$ cat src/rtl/lsu_pkg.sv
// shared opcodes, widths and access-size helpers, imported by every LSU module and the testbench
`default_nettype none

package lsu_pkg;

    localparam int WORD_W    = 32;
    localparam int ADDR_W    = 10;          // byte address kept by the unit, wraps at 1 KiB
    localparam int RAM_DEPTH = 256;
    localparam int RAM_AW    = ADDR_W - 2;  // word index into the data RAM

    // access sizes as returned by op_size
    localparam logic [1:0] SZ_BYTE = 2'd0;
    localparam logic [1:0] SZ_HALF = 2'd1;
    localparam logic [1:0] SZ_WORD = 2'd2;

    typedef enum logic [3:0] {
        OP_NONE = 4'd0,
        OP_LB   = 4'd1,
        OP_LBU  = 4'd2,
        OP_LH   = 4'd3,
        OP_LHU  = 4'd4,
        OP_LW   = 4'd5,
        OP_SB   = 4'd6,
        OP_SH   = 4'd7,
        OP_SW   = 4'd8
    } mem_op_t;

    function automatic logic op_is_load(mem_op_t op);
        return op inside {OP_LB, OP_LBU, OP_LH, OP_LHU, OP_LW};
    endfunction

    function automatic logic [1:0] op_size(mem_op_t op);
        logic [1:0] size;
        case (op)
            OP_LH, OP_LHU, OP_SH: size = SZ_HALF;
            OP_LW, OP_SW:         size = SZ_WORD;
            default:              size = SZ_BYTE;  // bytes and the idle opcode never fault
        endcase
        return size;
    endfunction

endpackage

`default_nettype wire

$ cat src/rtl/lsu_ctrl.sv
// two-stage valid/opcode pipeline that gates RAM access, records faults and issues done
`timescale 1ns/1ns
`default_nettype none

module lsu_ctrl
    import lsu_pkg::*;
(
    input  logic              clk,
    input  logic              resetn,
    input  logic              req,
    input  mem_op_t           req_op,
    input  logic [WORD_W-1:0] store_data,
    input  logic              misaligned,
    output mem_op_t           s1_op,
    output mem_op_t           s2_op,
    output logic              ram_we,
    output logic              ram_re,
    output logic [WORD_W-1:0] s1_store_data,
    output logic              s2_fault,
    output logic              done,
    output logic              load_fault,
    output logic              store_fault
);

    logic s1_valid;
    logic s2_valid;
    logic s1_store;

    // ~~~~~~~~~~~~~~~~~~~~~~~~~~~~~~~~~~~~~~~~~~~~~~~~~~~~~~~~~~~~~~~~~~~~~~~~~~
    // stage 1
    // ~~~~~~~~~~~~~~~~~~~~~~~~~~~~~~~~~~~~~~~~~~~~~~~~~~~~~~~~~~~~~~~~~~~~~~~~~~

    always_ff @(posedge clk) begin
        if (!resetn) begin
            s1_valid <= 1'b0;
            s1_op    <= OP_NONE;
        end else begin
            s1_valid <= req;
            s1_op    <= req ? req_op : OP_NONE;  // idle slots carry no opcode
        end
    end

    always_ff @(posedge clk) begin
        if (req) begin
            s1_store_data <= store_data;
        end
    end

    assign s1_store = s1_op inside {OP_SB, OP_SH, OP_SW};

    // a misaligned access touches neither port of the RAM
    assign ram_we = s1_valid && s1_store && !misaligned;
    assign ram_re = s1_valid && op_is_load(s1_op) && !misaligned;

    // ~~~~~~~~~~~~~~~~~~~~~~~~~~~~~~~~~~~~~~~~~~~~~~~~~~~~~~~~~~~~~~~~~~~~~~~~~~
    // stage 2
    // ~~~~~~~~~~~~~~~~~~~~~~~~~~~~~~~~~~~~~~~~~~~~~~~~~~~~~~~~~~~~~~~~~~~~~~~~~~

    always_ff @(posedge clk) begin
        if (!resetn) begin
            s2_valid <= 1'b0;
            s2_op    <= OP_NONE;
            s2_fault <= 1'b0;
        end else begin
            s2_valid <= s1_valid;
            s2_op    <= s1_op;
            s2_fault <= s1_valid && misaligned;
        end
    end

    assign done        = s2_valid;  // two clocks after the request edge
    assign load_fault  = s2_valid && s2_fault && op_is_load(s2_op);
    assign store_fault = s2_valid && s2_fault && !op_is_load(s2_op);

endmodule

`default_nettype wire

$ cat config.mk
export PLATFORM = sky130hd
export DESIGN_NAME = lsu_ctrl
export DESIGN_NICKNAME = d
export VERILOG_FILES = /design/src/rtl/lsu_pkg.sv /design/src/rtl/lsu_ctrl.sv
export SDC_FILE = /design/constraint.sdc
export NUM_CORES = 1
export LEC_CHECK = 0
export BUFFER_PORTS_ARGS = -buffer_cell sky130_fd_sc_hd__buf_4
export CAP_MARGIN = 5
export CORE_MARGIN = 1
export CORE_UTILIZATION = 40
export CTS_BUF_LIST = sky130_fd_sc_hd__clkbuf_4
export DETAILED_ROUTE_END_ITERATION = 10
export MAX_ROUTING_LAYER = met4
export PLACE_DENSITY_LB_ADDON = 0.1
export SETUP_SLACK_MARGIN = 0.1
export SYNTH_ARGS = -nofsm -noshare
export SYNTH_HDL_FRONTEND = slang
export SYNTH_SLANG_ARGS = --single-unit
$ cat constraint.sdc
create_clock -name clk -period 1.4 [get_ports clk]
set_input_delay 0.28 -clock clk [delete_from_list [all_inputs] [get_ports clk]]
set_output_delay 0.28 -clock clk [all_outputs]
set_load 0.05 [all_outputs]
# --- After elaboration in Yosys (flattened, before gate mapping) ---
# Index checks and enable logic that the tools add are counted.
word_totals:
  ff_bits: 43
  input_bits: 40
  out_inout_bits: 46
  wordCells: 33
op_classes:
  eq_ne: 13
  reduce_logical: 14
ops:
  columns: ["cell", "count"]
  rows:
  - ["$eq A4 B3 Y1 const B", 6]
  - ["$eq A4 B2 Y1 const B", 4]
  - ["$reduce_bool A5 Y1", 2]
  - ["$eq A4 B1 Y1 const B", 2]
  - ["$logic_and A1 B1 Y1", 8]
  - ["$eq A4 B4 Y1 const B", 1]
  - ["$reduce_bool A3 Y1", 1]
  - ["$logic_not A1 Y1", 2]
  - ["$reduce_and A2 Y1", 1]

# --- Longest topological paths before layout ---
# Gate-level depths: netlist (run 1).
logic_depth:
  ltp_word: 4
  ltp_mapped: 2
  ltp_nobuf: 2

# --- Worst setup path before layout (run 1) ---
# Ideal clock, no wire load.
synth_timing:
  kind: "register to output"
  start: "register s1_op[1]"
  end: "output ram_re"
  arrival_ns: 3.182
  t_required_ns: 1.120
  path_slack_ns: -2.062
  path_stages_with_launch: 3
  path_buffers: 0
  path_cell_list: "dfxtp_1 > nor3_1 > a2111oi_0"
synth_via:
  elab_chain_cells: 4
  elab_cells_between_ends: 8
  classes_between: "eq/ne: 5; reduce/logical: 3"
synth_lines:
  columns: ["element", "line_no", "source"]
  rows:
  - ["start, declared", "lsu_ctrl.sv:14", "output mem_op_t s1_op,"]
  - ["start signal, assigned", "lsu_ctrl.sv:39", "s1_op <= req ? req_op : OP_NONE;"]
  - ["$eq A4 B1 Y1 (tied with other cells)", "lsu_pkg.sv:29", "return op inside {OP_LB, OP_LBU, OP_LH, OP_LHU, OP_LW};"]
  - ["$reduce_bool A5 Y1 (*)", "lsu_pkg.sv:29", null]
  - ["$logic_and A1 B1 Y1 (*) (2 in series)", "lsu_ctrl.sv:53", "assign ram_re = s1_valid && op_is_load(s1_op) && !misaligned;"]
  - ["end, declared", "lsu_ctrl.sv:17", "output logic ram_re,"]
# Mark *: on every way between the ends. The rest lies on a longest branch, timed or not.

# --- Final worst setup path (run 1) ---
layout_timing:
  start: "register s1_op[1]"
  end: "output ram_we"
layout_via:
  elab_chain_cells: 4
  elab_cells_between_ends: 6
  classes_between: "eq/ne: 3; reduce/logical: 3"
layout_lines:
  columns: ["element", "line_no", "source"]
  rows:
  - ["$eq A4 B3 Y1 / $eq A4 B4 Y1 (equally long branches)", "lsu_ctrl.sv:49", "assign s1_store = s1_op inside {OP_SB, OP_SH, OP_SW};"]
  - ["$reduce_bool A3 Y1 (*)", "lsu_ctrl.sv:49", null]
  - ["$logic_and A1 B1 Y1 (*) (2 in series)", "lsu_ctrl.sv:52", "assign ram_we = s1_valid && s1_store && !misaligned;"]
  - ["end, declared", "lsu_ctrl.sv:16", "output logic ram_we,"]
# Marked as above.

==> flow_summary.html, run 1 <==
<table>
<tr><th>Metric</th><th>Value</th></tr>
<tr><th colspan="2">Worst setup path</th></tr>
<tr><td>Cell type of the slowest stage on the worst timing path</td><td>sky130_fd_sc_hd__or4b_4</td></tr>
<tr><td>Startpoint kind of the worst setup timing path</td><td>flop</td></tr>
<tr><td>Slowest cell delay on critical path</td><td>0.54 ns</td></tr>
<tr><td>Critical path class</td><td>reg2out</td></tr>
<tr><td>Critical-path cell list</td><td>or4b_4 -&gt; a21oi_4 -&gt; buf_6</td></tr>
<tr><td>Reg-to-reg critical path startpoint</td><td>s1_op[1]</td></tr>
<tr><td>Setup slack on the worst flop-to-flop path</td><td>0.43 ns</td></tr>
<tr><td>Arrival time at the worst endpoint</td><td>1.56 ns</td></tr>
<tr><td>Largest fanout of any net on the critical path</td><td>2</td></tr>
<tr><td>Endpoint class of the critical path</td><td>output port</td></tr>
<tr><td>R2r worst-path depth</td><td>4</td></tr>
<tr><td>Total number of cells along the worst setup path</td><td>3</td></tr>
<tr><td>Launching element of the worst setup path</td><td>s1_op[1]</td></tr>
<tr><td>Kind of cell adding the most delay to the critical path</td><td>simple AND/OR/NAND/NOR gates</td></tr>
<tr><td>FF-to-FF End</td><td>s2_op[1]</td></tr>
<tr><td>Buffers &amp; Inverters on Critical Path</td><td>1</td></tr>
<tr><td>Required @ worst endpoint</td><td>1.12 ns</td></tr>
<tr><td>Endpoint of the most critical setup path</td><td>ram_we</td></tr>
<tr><th colspan="2">Place</th></tr>
<tr><td>Inst Count DP</td><td>198</td></tr>
<tr><td>Detailed-placement wirelength estimate</td><td>1910 um</td></tr>
<tr><td>Final Wtd Congestion</td><td>0.641</td></tr>
<tr><td>IO buf count</td><td>85</td></tr>
<tr><th colspan="2">Finish</th></tr>
<tr><td>Ant. Diodes</td><td>0</td></tr>
<tr><td>Leading cell types in the layout, fill and taps excluded</td><td>80 x sky130_fd_sc_hd__buf_4, 32 x sky130_fd_sc_hd__edfxtp_1, 10 x sky130_fd_sc_hd__buf_6, 6 x sky130_fd_sc_hd__clkbuf_4</td></tr>
<tr><td>Layout Cells excl Fill</td><td>210</td></tr>
<tr><td>Number of nets at the end of the flow</td><td>205</td></tr>
<tr><td>Final Core Density</td><td>75.1%</td></tr>
<tr><td>Proportion of layout cells with a drive suffix above 1</td><td>71.7%</td></tr>
<tr><td>Most common library cell in the layout ignoring fill and taps</td><td>sky130_fd_sc_hd__buf_4</td></tr>
<tr><td>Post-synthesis to final-layout area growth</td><td>75.8%</td></tr>
<tr><th colspan="2">Clock network</th></tr>
<tr><td>Root buffer cell</td><td>sky130_fd_sc_hd__clkbuf_4</td></tr>
<tr><td>CTS H-tree depth</td><td>2</td></tr>
<tr><td>Clock-pin slew of the registers on the worst-case setup and hold paths</td><td>0.13 ns</td></tr>
<tr><td>Cts bufs inserted</td><td>5</td></tr>
<tr><td>Clock tree from TritonCTS</td><td>done</td></tr>
<tr><td>Number of hold buffers added after CTS</td><td>0</td></tr>
<tr><td>Clock latency reported for the late side of the worst-skew pair</td><td>0.34 ns</td></tr>
<tr><td>Worst-case clock buffer depth</td><td>2</td></tr>
<tr><td>Sinks on Clock Net</td><td>43</td></tr>
<tr><th colspan="2">Timing</th></tr>
<tr><td>Remaining max-slew budget at the tightest pin</td><td>71.7%</td></tr>
<tr><td>Peak Freq</td><td>0.543 GHz</td></tr>
<tr><td>Final Max Slew Viols</td><td>0</td></tr>
<tr><td>RSZ-0062 raised after global routing</td><td>yes</td></tr>
<tr><td>Final worst clock skew</td><td>0.00180 ns</td></tr>
<tr><td>Number of setup violations in the final report</td><td>5</td></tr>
<tr><td>Clock period minus worst slack</td><td>1.84 ns</td></tr>
<tr><td>Slew at the pin with the worst max-slew slack</td><td>0.425 ns</td></tr>
<tr><td>Post-route clock period utilization</td><td>131%</td></tr>
<tr><td>Final-report hold violation count</td><td>0</td></tr>
<tr><td>Worst setup slack after layout</td><td>-0.440 ns</td></tr>
<tr><th colspan="2">Route</th></tr>
<tr><td>Detailed Routing Iterations Pass 1</td><td>4</td></tr>
<tr><td>Violation count after the first detailed-routing iteration</td><td>24</td></tr>
<tr><td>Mean number of vias per cell</td><td>4.53</td></tr>
<tr><td>WL/cell</td><td>13.1 um</td></tr>
<tr><td>Vias</td><td>952</td></tr>
<tr><td>Post-route DRC violation count</td><td>0</td></tr>
<tr><td>Remaining number of nets flagged by the antenna check after routing</td><td>0</td></tr>
<tr><td>Sum of routed wire length over all layers</td><td>2760 um</td></tr>
<tr><th colspan="2">Die</th></tr>
<tr><td>Effective utilization at floorplan</td><td>42.7%</td></tr>
<tr><td>Number of cell rows</td><td>20</td></tr>
<tr><td>Vertical die dimension</td><td>59.6 um</td></tr>
<tr><td>Core footprint</td><td>0.00310 mm2</td></tr>
<tr><td>Die X</td><td>59.6 um</td></tr>
<tr><td>Number of I/O pins</td><td>86</td></tr>
<tr><td>Overall die area</td><td>0.00355 mm2</td></tr>
<tr><th colspan="2">Logic synthesis</th></tr>
<tr><td>Top cells by area in the synthesized netlist</td><td>sky130_fd_sc_hd__edfxtp_1 72%, sky130_fd_sc_hd__dfxtp_1 17%, sky130_fd_sc_hd__and2_1 2.4%, sky130_fd_sc_hd__and3_1 2.4%, sky130_fd_sc_hd__a21oi_1 1.1%</td></tr>
<tr><td>Register bit total from synthesis</td><td>43</td></tr>
<tr><td>Portion of the post-synthesis area used by sequential elements</td><td>89.1%</td></tr>
<tr><td>Gate Count Post-Synth</td><td>66</td></tr>
<tr><td>Yosys top cell area share</td><td>72.5%</td></tr>
<tr><td>Post-synth cell types</td><td>15</td></tr>
<tr><td>Leading area contributor after synthesis</td><td>sky130_fd_sc_hd__edfxtp_1</td></tr>
<tr><td>Synthesized net count</td><td>106</td></tr>
<tr><td>Netlist area before placement</td><td>0.00133 mm2</td></tr>
<tr><td>Mean cell area of the mapped netlist</td><td>20.1 um2</td></tr>
<tr><td>Count of synthesis-stage warnings from yosys</td><td>0</td></tr>
<tr><th colspan="2">Power and ir drop</th></tr>
<tr><td>Pleak</td><td>1.01 nW</td></tr>
<tr><td>Total power</td><td>0.00302 W</td></tr>
<tr><td>Maximum VDD drop</td><td>0.000965 V</td></tr>
<tr><td>Power density cells</td><td>1300 mW/mm2</td></tr>
<tr><th colspan="2">Outcome</th></tr>
<tr><td>Outcome</td><td>finished with violations</td></tr>
<tr><td>Violated checks</td><td>negative setup slack</td></tr>
<tr><th colspan="2">Global route</th></tr>
<tr><td>Global Route Usage Sum</td><td>16.1%</td></tr>
<tr><td>Wire length of the first global-routing pass</td><td>3770 um</td></tr>
<tr><td>Largest net degree at the start of global routing</td><td>38</td></tr>
<tr><td>Overflow left after global routing</td><td>0</td></tr>
<tr><td>Number of antenna violations at the first check in global routing</td><td>0</td></tr>
<tr><td>Number of global-route vias before repair</td><td>889</td></tr>
<tr><th colspan="2">Min path</th></tr>
<tr><td>Class of the most critical hold timing path</td><td>in2reg</td></tr>
<tr><th colspan="2">Job</th></tr>
<tr><td>Max Cap Viol</td><td>0</td></tr>
</table>
-- timing repair --
item | in CTS | in global routing
pin swaps | 5 | 3
buffers inserted | 2 | 2
endpoints found under the setup margin | 7 | 9
resized for setup | 11 | 7
-- per-layer routing --
layer / up-vias / share of wire [%] / track usage (%)
li1: 446 / - / -
met1: 439 / 35 / 14.1
met2: 58 / 53 / 28.1
met3: 9 / 9.6 / 7.64
met4: 0 / 2.5 / 8.97
met5: - / 0 / -
-- final cells by class --
class / count / area (um2)
Multi-Input combinational cell: 22 / 208
Clock inverter: 2 / 60.1
Timing Repair Buffer: 93 / 758
Clock buffer: 6 / 45.0
Tap cell: 44 / 55.1
Fill cell: 236 / 772
Sequential cell: 43 / 1200
-- sequential cells by signal (all words and copies together), names as in the netlist --
name	cells
done	1
s1_op	4
s1_store_data	32
s1_valid	1
s2_fault	1
s2_op	4
-- logic make-up (layout without fill, tap and decap cells) --
group | Yosys count | in the layout | share of synthesized area, %
AND/OR/NAND/NOR | 18 | 18 | 8.87
buffers and inverters | 1 | 101 | 0.283
flip-flops | 43 | 43 | 89.1
AO/OA/AOI/OAI | 4 | 4 | 1.79
-- how the worst min path moves through the flow --
| stage | start | endpoint | slack [ns] | depth (start not counted) |
|---|---|---|---|---|
| after floorplan | store_data[0] | s1_store_data[0] | 0.38 | 0 |
| after detailed placement | store_data[21] | s1_store_data[21] | 0.46 | 1 |
| after CTS | store_data[1] | s1_store_data[1] | 0.08 | 1 |
| after global routing | store_data[20] | s1_store_data[20] | 0.07 | 1 |
| final | store_data[20] | s1_store_data[20] | 0.1 | 1 |
| after global placement | s1_valid | done | 0.46 | 1 |
-- cell usage after synthesis --
cell type	n
sky130_fd_sc_hd__clkbuf_1	1
sky130_fd_sc_hd__or4b_1	1
sky130_fd_sc_hd__a21oi_1	3
sky130_fd_sc_hd__nand2b_1	1
sky130_fd_sc_hd__nand3b_1	1
sky130_fd_sc_hd__or3_1	1
sky130_fd_sc_hd__edfxtp_1	32
sky130_fd_sc_hd__nor3_1	1
sky130_fd_sc_hd__a2111oi_0	1
sky130_fd_sc_hd__nand2_1	1
sky130_fd_sc_hd__and2_1	5
sky130_fd_sc_hd__and2_2	1
sky130_fd_sc_hd__and3_1	5
sky130_fd_sc_hd__and3b_1	1
sky130_fd_sc_hd__dfxtp_1	11
-- power by group --
group	leakage, nW	internal (W)	switching [W]
Sequential	0.409	0.00146	0.0000271
Clock	0.0559	0.000577	0.000375
Combinational	0.549	0.000206	0.000385
-- metrics by stage --
step	area (um2)	hold slack (ns)	TNS [ns]	worst slack, ns
floorplan	1410	0.379	-0.411	-0.199
global placement	2120	0.456	-0.0871	-0.0871
detailed placement	2120	0.459	-0.0868	-0.0868
CTS	2290	0.0846	-1.45	-0.435
global route	2330	0.0710	-1.93	-0.501
finish	2330	0.0986	-1.65	-0.440
No activity file was read; power rests on OpenSTA's default activity.
==> run 2: changes to the inputs <==
ABC_AREA = 1   (was unset)
CORE_MARGIN = 5   (was 1)
CTS_BUF_LIST = sky130_fd_sc_hd__clkbuf_2   (was sky130_fd_sc_hd__clkbuf_4)
==> run 2 against run 1 <==
  * The flow still finishes with violations (negative setup slack)
  * Critical path depth grew 2
  * Register-to-register slack improved by 0.20 ns
  * Largest power group unchanged
  * Wire length up 11%
  * Cell area up 4.3%
  * Largest cell class unchanged
  * Setup slack gained 0.30 ns
  * Via count rose by 3.0%
  * Clock skew rose by 0.0042 ns
  * Synthesized area increased by 2.7%
==> flow_summary.html, run 2 <==
<table>
<tr><th>Metric</th><th>Value</th></tr>
<tr><th colspan="2">Place</th></tr>
<tr><td>IO buf count</td><td>85</td></tr>
<tr><td>Detailed-placement wirelength estimate</td><td>2300 um</td></tr>
<tr><td>Placement-stage worst setup slack</td><td>0.164 ns</td></tr>
<tr><td>Final Wtd Congestion</td><td>0.666</td></tr>
<tr><th colspan="2">Logic synthesis</th></tr>
<tr><td>Top cells by area in the synthesized netlist</td><td>sky130_fd_sc_hd__edfxtp_1 71%, sky130_fd_sc_hd__dfxtp_1 16%, sky130_fd_sc_hd__inv_1 4.1%, sky130_fd_sc_hd__nand2_1 3.3%, sky130_fd_sc_hd__nor2_1 2.5%</td></tr>
<tr><td>Most numerous cell in the Yosys netlist</td><td>sky130_fd_sc_hd__edfxtp_1</td></tr>
<tr><td>Count of synthesis-stage warnings from yosys</td><td>0</td></tr>
<tr><td>Yosys top cell area share</td><td>70.5%</td></tr>
<tr><td>Portion of the post-synthesis area used by sequential elements</td><td>86.7%</td></tr>
<tr><td>Register bit total from synthesis</td><td>43</td></tr>
<tr><td>Primary FF master, synth</td><td>sky130_fd_sc_hd__edfxtp_1</td></tr>
<tr><td>Netlist area before placement</td><td>0.00136 mm2</td></tr>
<tr><td>Count of flip-flops with a built-in enable after synthesis</td><td>32</td></tr>
<tr><td>Asr flop ratio synth</td><td>0%</td></tr>
<tr><td>Synthesized net count</td><td>125</td></tr>
<tr><td>Top cells by count, synth</td><td>32 x sky130_fd_sc_hd__edfxtp_1, 15 x sky130_fd_sc_hd__inv_1, 12 x sky130_fd_sc_hd__nand2_1, 11 x sky130_fd_sc_hd__dfxtp_1, 9 x sky130_fd_sc_hd__nor2_1</td></tr>
<tr><td>Leading area contributor after synthesis</td><td>sky130_fd_sc_hd__edfxtp_1</td></tr>
<tr><td>Post-synth cell types</td><td>9</td></tr>
<tr><td>Mean cell area of the mapped netlist</td><td>16.0 um2</td></tr>
<tr><td>Gate Count Post-Synth</td><td>85</td></tr>
<tr><th colspan="2">Timing</th></tr>
<tr><td>Slew at the pin with the worst max-slew slack</td><td>0.411 ns</td></tr>
<tr><td>Final worst clock skew</td><td>0.00600 ns</td></tr>
<tr><td>Worst hold slack after final layout</td><td>0.0754 ns</td></tr>
<tr><td>Final Max Slew Viols</td><td>0</td></tr>
<tr><td>Clock period minus worst slack</td><td>1.54 ns</td></tr>
<tr><td>Number of setup violations in the final report</td><td>5</td></tr>
<tr><td>RSZ-0062 raised after global routing</td><td>yes</td></tr>
<tr><td>Peak Freq</td><td>0.650 GHz</td></tr>
<tr><td>Final-report hold violation count</td><td>0</td></tr>
<tr><td>Remaining max-slew budget at the tightest pin</td><td>72.6%</td></tr>
<tr><td>Worst setup slack after layout</td><td>-0.138 ns</td></tr>
<tr><td>Post-route clock period utilization</td><td>110%</td></tr>
<tr><th colspan="2">Finish</th></tr>
<tr><td>Total area of multi-input combinational cells</td><td>189 um2</td></tr>
<tr><td>Post-synthesis to final-layout area growth</td><td>78.4%</td></tr>
<tr><td>Final Core Density</td><td>73.4%</td></tr>
<tr><td>Flip-flop count of the largest register, all copies and words added</td><td>32</td></tr>
<tr><td>Area occupied by registers</td><td>0.00121 mm2</td></tr>
<tr><td>Ant. Diodes</td><td>0</td></tr>
<tr><td>Leading cell types in the layout, fill and taps excluded</td><td>45 x sky130_fd_sc_hd__buf_4, 40 x sky130_fd_sc_hd__buf_6, 32 x sky130_fd_sc_hd__edfxtp_1, 15 x sky130_fd_sc_hd__inv_1</td></tr>
<tr><td>Proportion of layout cells with a drive suffix above 1</td><td>66.8%</td></tr>
<tr><td>Number of nets at the end of the flow</td><td>223</td></tr>
<tr><td>Top flop regs</td><td>s1_store_data x32, s1_op x4, s2_op x4</td></tr>
<tr><td>Most flops, register</td><td>s1_store_data</td></tr>
<tr><td>Most common library cell in the layout ignoring fill and taps</td><td>sky130_fd_sc_hd__buf_4</td></tr>
<tr><td>Layout fillers</td><td>252</td></tr>
<tr><th colspan="2">Global route</th></tr>
<tr><td>Number of global-route vias before repair</td><td>1026</td></tr>
<tr><td>Number of antenna violations at the first check in global routing</td><td>0</td></tr>
<tr><td>Largest net degree at the start of global routing</td><td>34</td></tr>
<tr><td>Wire length of the first global-routing pass</td><td>4550 um</td></tr>
<tr><td>Overflow left after global routing</td><td>0</td></tr>
<tr><td>Global Route Usage Sum</td><td>14.4%</td></tr>
<tr><th colspan="2">Die</th></tr>
<tr><td>Vertical die dimension</td><td>68.4 um</td></tr>
<tr><td>Effective utilization at floorplan</td><td>41.2%</td></tr>
<tr><td>Number of cell rows</td><td>21</td></tr>
<tr><td>Core footprint</td><td>0.00331 mm2</td></tr>
<tr><td>Number of I/O pins</td><td>86</td></tr>
<tr><td>Die X</td><td>68.4 um</td></tr>
<tr><td>Overall die area</td><td>0.00467 mm2</td></tr>
<tr><th colspan="2">Route</th></tr>
<tr><td>Detailed Routing Iterations Pass 1</td><td>4</td></tr>
<tr><td>WL/cell</td><td>13.3 um</td></tr>
<tr><td>Sum of routed wire length over all layers</td><td>3060 um</td></tr>
<tr><td>Violation count after the first detailed-routing iteration</td><td>17</td></tr>
<tr><td>Remaining number of nets flagged by the antenna check after routing</td><td>0</td></tr>
<tr><td>Vias</td><td>981</td></tr>
<tr><td>Mean number of vias per cell</td><td>4.27</td></tr>
<tr><td>Post-route DRC violation count</td><td>0</td></tr>
<tr><th colspan="2">Clock network</th></tr>
<tr><td>Cts bufs inserted</td><td>5</td></tr>
<tr><td>CTS H-tree depth</td><td>2</td></tr>
<tr><td>Number of hold buffers added after CTS</td><td>0</td></tr>
<tr><td>Root buffer cell</td><td>sky130_fd_sc_hd__clkbuf_2</td></tr>
<tr><td>Worst-case clock buffer depth</td><td>2</td></tr>
<tr><td>Sinks on Clock Net</td><td>43</td></tr>
<tr><td>Clock latency reported for the late side of the worst-skew pair</td><td>0.36 ns</td></tr>
<tr><td>Clock tree from TritonCTS</td><td>done</td></tr>
<tr><td>Clock-pin slew of the registers on the worst-case setup and hold paths</td><td>0.18 ns</td></tr>
<tr><th colspan="2">Worst setup path</th></tr>
<tr><td>Critical-path cell list</td><td>nand2_2 -&gt; nand2_2 -&gt; nand2_2 -&gt; a21oi_4 -&gt; buf_6</td></tr>
<tr><td>Slowest cell delay on critical path</td><td>0.40 ns</td></tr>
<tr><td>Buffers &amp; Inverters on Critical Path</td><td>1</td></tr>
<tr><td>Endpoint class of the critical path</td><td>output port</td></tr>
<tr><td>Arrival time at the worst endpoint</td><td>1.26 ns</td></tr>
<tr><td>Top cell by count, worst path</td><td>sky130_fd_sc_hd__nand2_2</td></tr>
<tr><td>Startpoint kind of the worst setup timing path</td><td>flop</td></tr>
<tr><td>Required @ worst endpoint</td><td>1.12 ns</td></tr>
<tr><td>Largest fanout of any net on the critical path</td><td>3</td></tr>
<tr><td>Cell type of the slowest stage on the worst timing path</td><td>sky130_fd_sc_hd__dfxtp_4</td></tr>
<tr><td>Critical path class</td><td>reg2out</td></tr>
<tr><td>Kind of cell adding the most delay to the critical path</td><td>flip-flops</td></tr>
<tr><th colspan="2">Job</th></tr>
<tr><td>Max Cap Viol</td><td>0</td></tr>
<tr><th colspan="2">Outcome</th></tr>
<tr><td>Outcome</td><td>finished with violations</td></tr>
<tr><td>Violated checks</td><td>negative setup slack</td></tr>
<tr><th colspan="2">Power and ir drop</th></tr>
<tr><td>Pleak</td><td>1.09 nW</td></tr>
<tr><td>Power density cells</td><td>1070 mW/mm2</td></tr>
<tr><td>Maximum VDD drop</td><td>0.000609 V</td></tr>
<tr><td>Total power</td><td>0.00260 W</td></tr>
<tr><th colspan="2">Min path</th></tr>
<tr><td>Class of the most critical hold timing path</td><td>in2reg</td></tr>
</table>
==> run 2: final timing paths <==
path | start | endpoint | slack, ns | cells past startpoint
worst max-delay path | s1_op[1] | ram_we | -0.14 | 5
worst max register to register | s1_op[1] | s2_op[1] | 0.63 | 4
worst min register to register | s1_valid | done | 0.48 | 2
worst min-delay path | store_data[12] | s1_store_data[12] | 0.08 | 1
==> run 2: cell type report <==
class / instances / area share [%]
flip-flops and latches: 43 / 49.9
well taps: 46 / 2.37
clock inverters: 2 / 0.309
clock buffers: 6 / 1.24
multi-input cells: 27 / 7.77
inverters: 15 / 2.32
repair buffers: 91 / 36.1
==> run 2: kinds of logic (layout without fill, tap and decap cells) <==
group	Yosys count	in the layout	share of synthesized area [%]
AO/OA/AOI/OAI	3	3	1.65
flip-flops	43	43	86.7
buffers and inverters	15	114	4.13
AND/OR/NAND/NOR	24	24	7.53
==> run 2: worst reg2reg max path: cells and delay by family (launching register included) <==
kind,cells,cell delay [ns]
buffers and inverters,3,0.27
and+or+nand+nor,1,0.05
DFF,1,0.39
==> run 2: per-stage QoR <==
stage	setup TNS, ns	cells	area [um2]
6_report	-0.541	230	2430
5_1_grt	-1.04	230	2430
4_1_cts	-0.669	228	2260
3_5_place_dp	0	216	2120
3_3_place_gp	0	216	2120
2_1_floorplan	0	85	1420
==> run 2: power breakdown <==
part	leakage, nW	switching [W]	internal [W]
Sequential	0.410	0.0000444	0.00146
Combinational	0.656	0.000393	0.000246
Clock	0.0281	0.000341	0.000121
==> run 2: what timing repair did <==
action / CTS / global route
endpoints found under the setup margin: 5 / 44
pin swaps: 5 / 5
resized for setup: 21 / 43
setup buffers: 4 / 3
==> run 2: layer usage <==
layer  global-route usage, %  vias to the layer above  wire [um]
li1                        -                      472          -
met1                    13.0                      455        954
met2                    26.4                       50       1720
met3                    6.73                        4        362
met4                    4.47                        0         25
met5                       -                        -          0
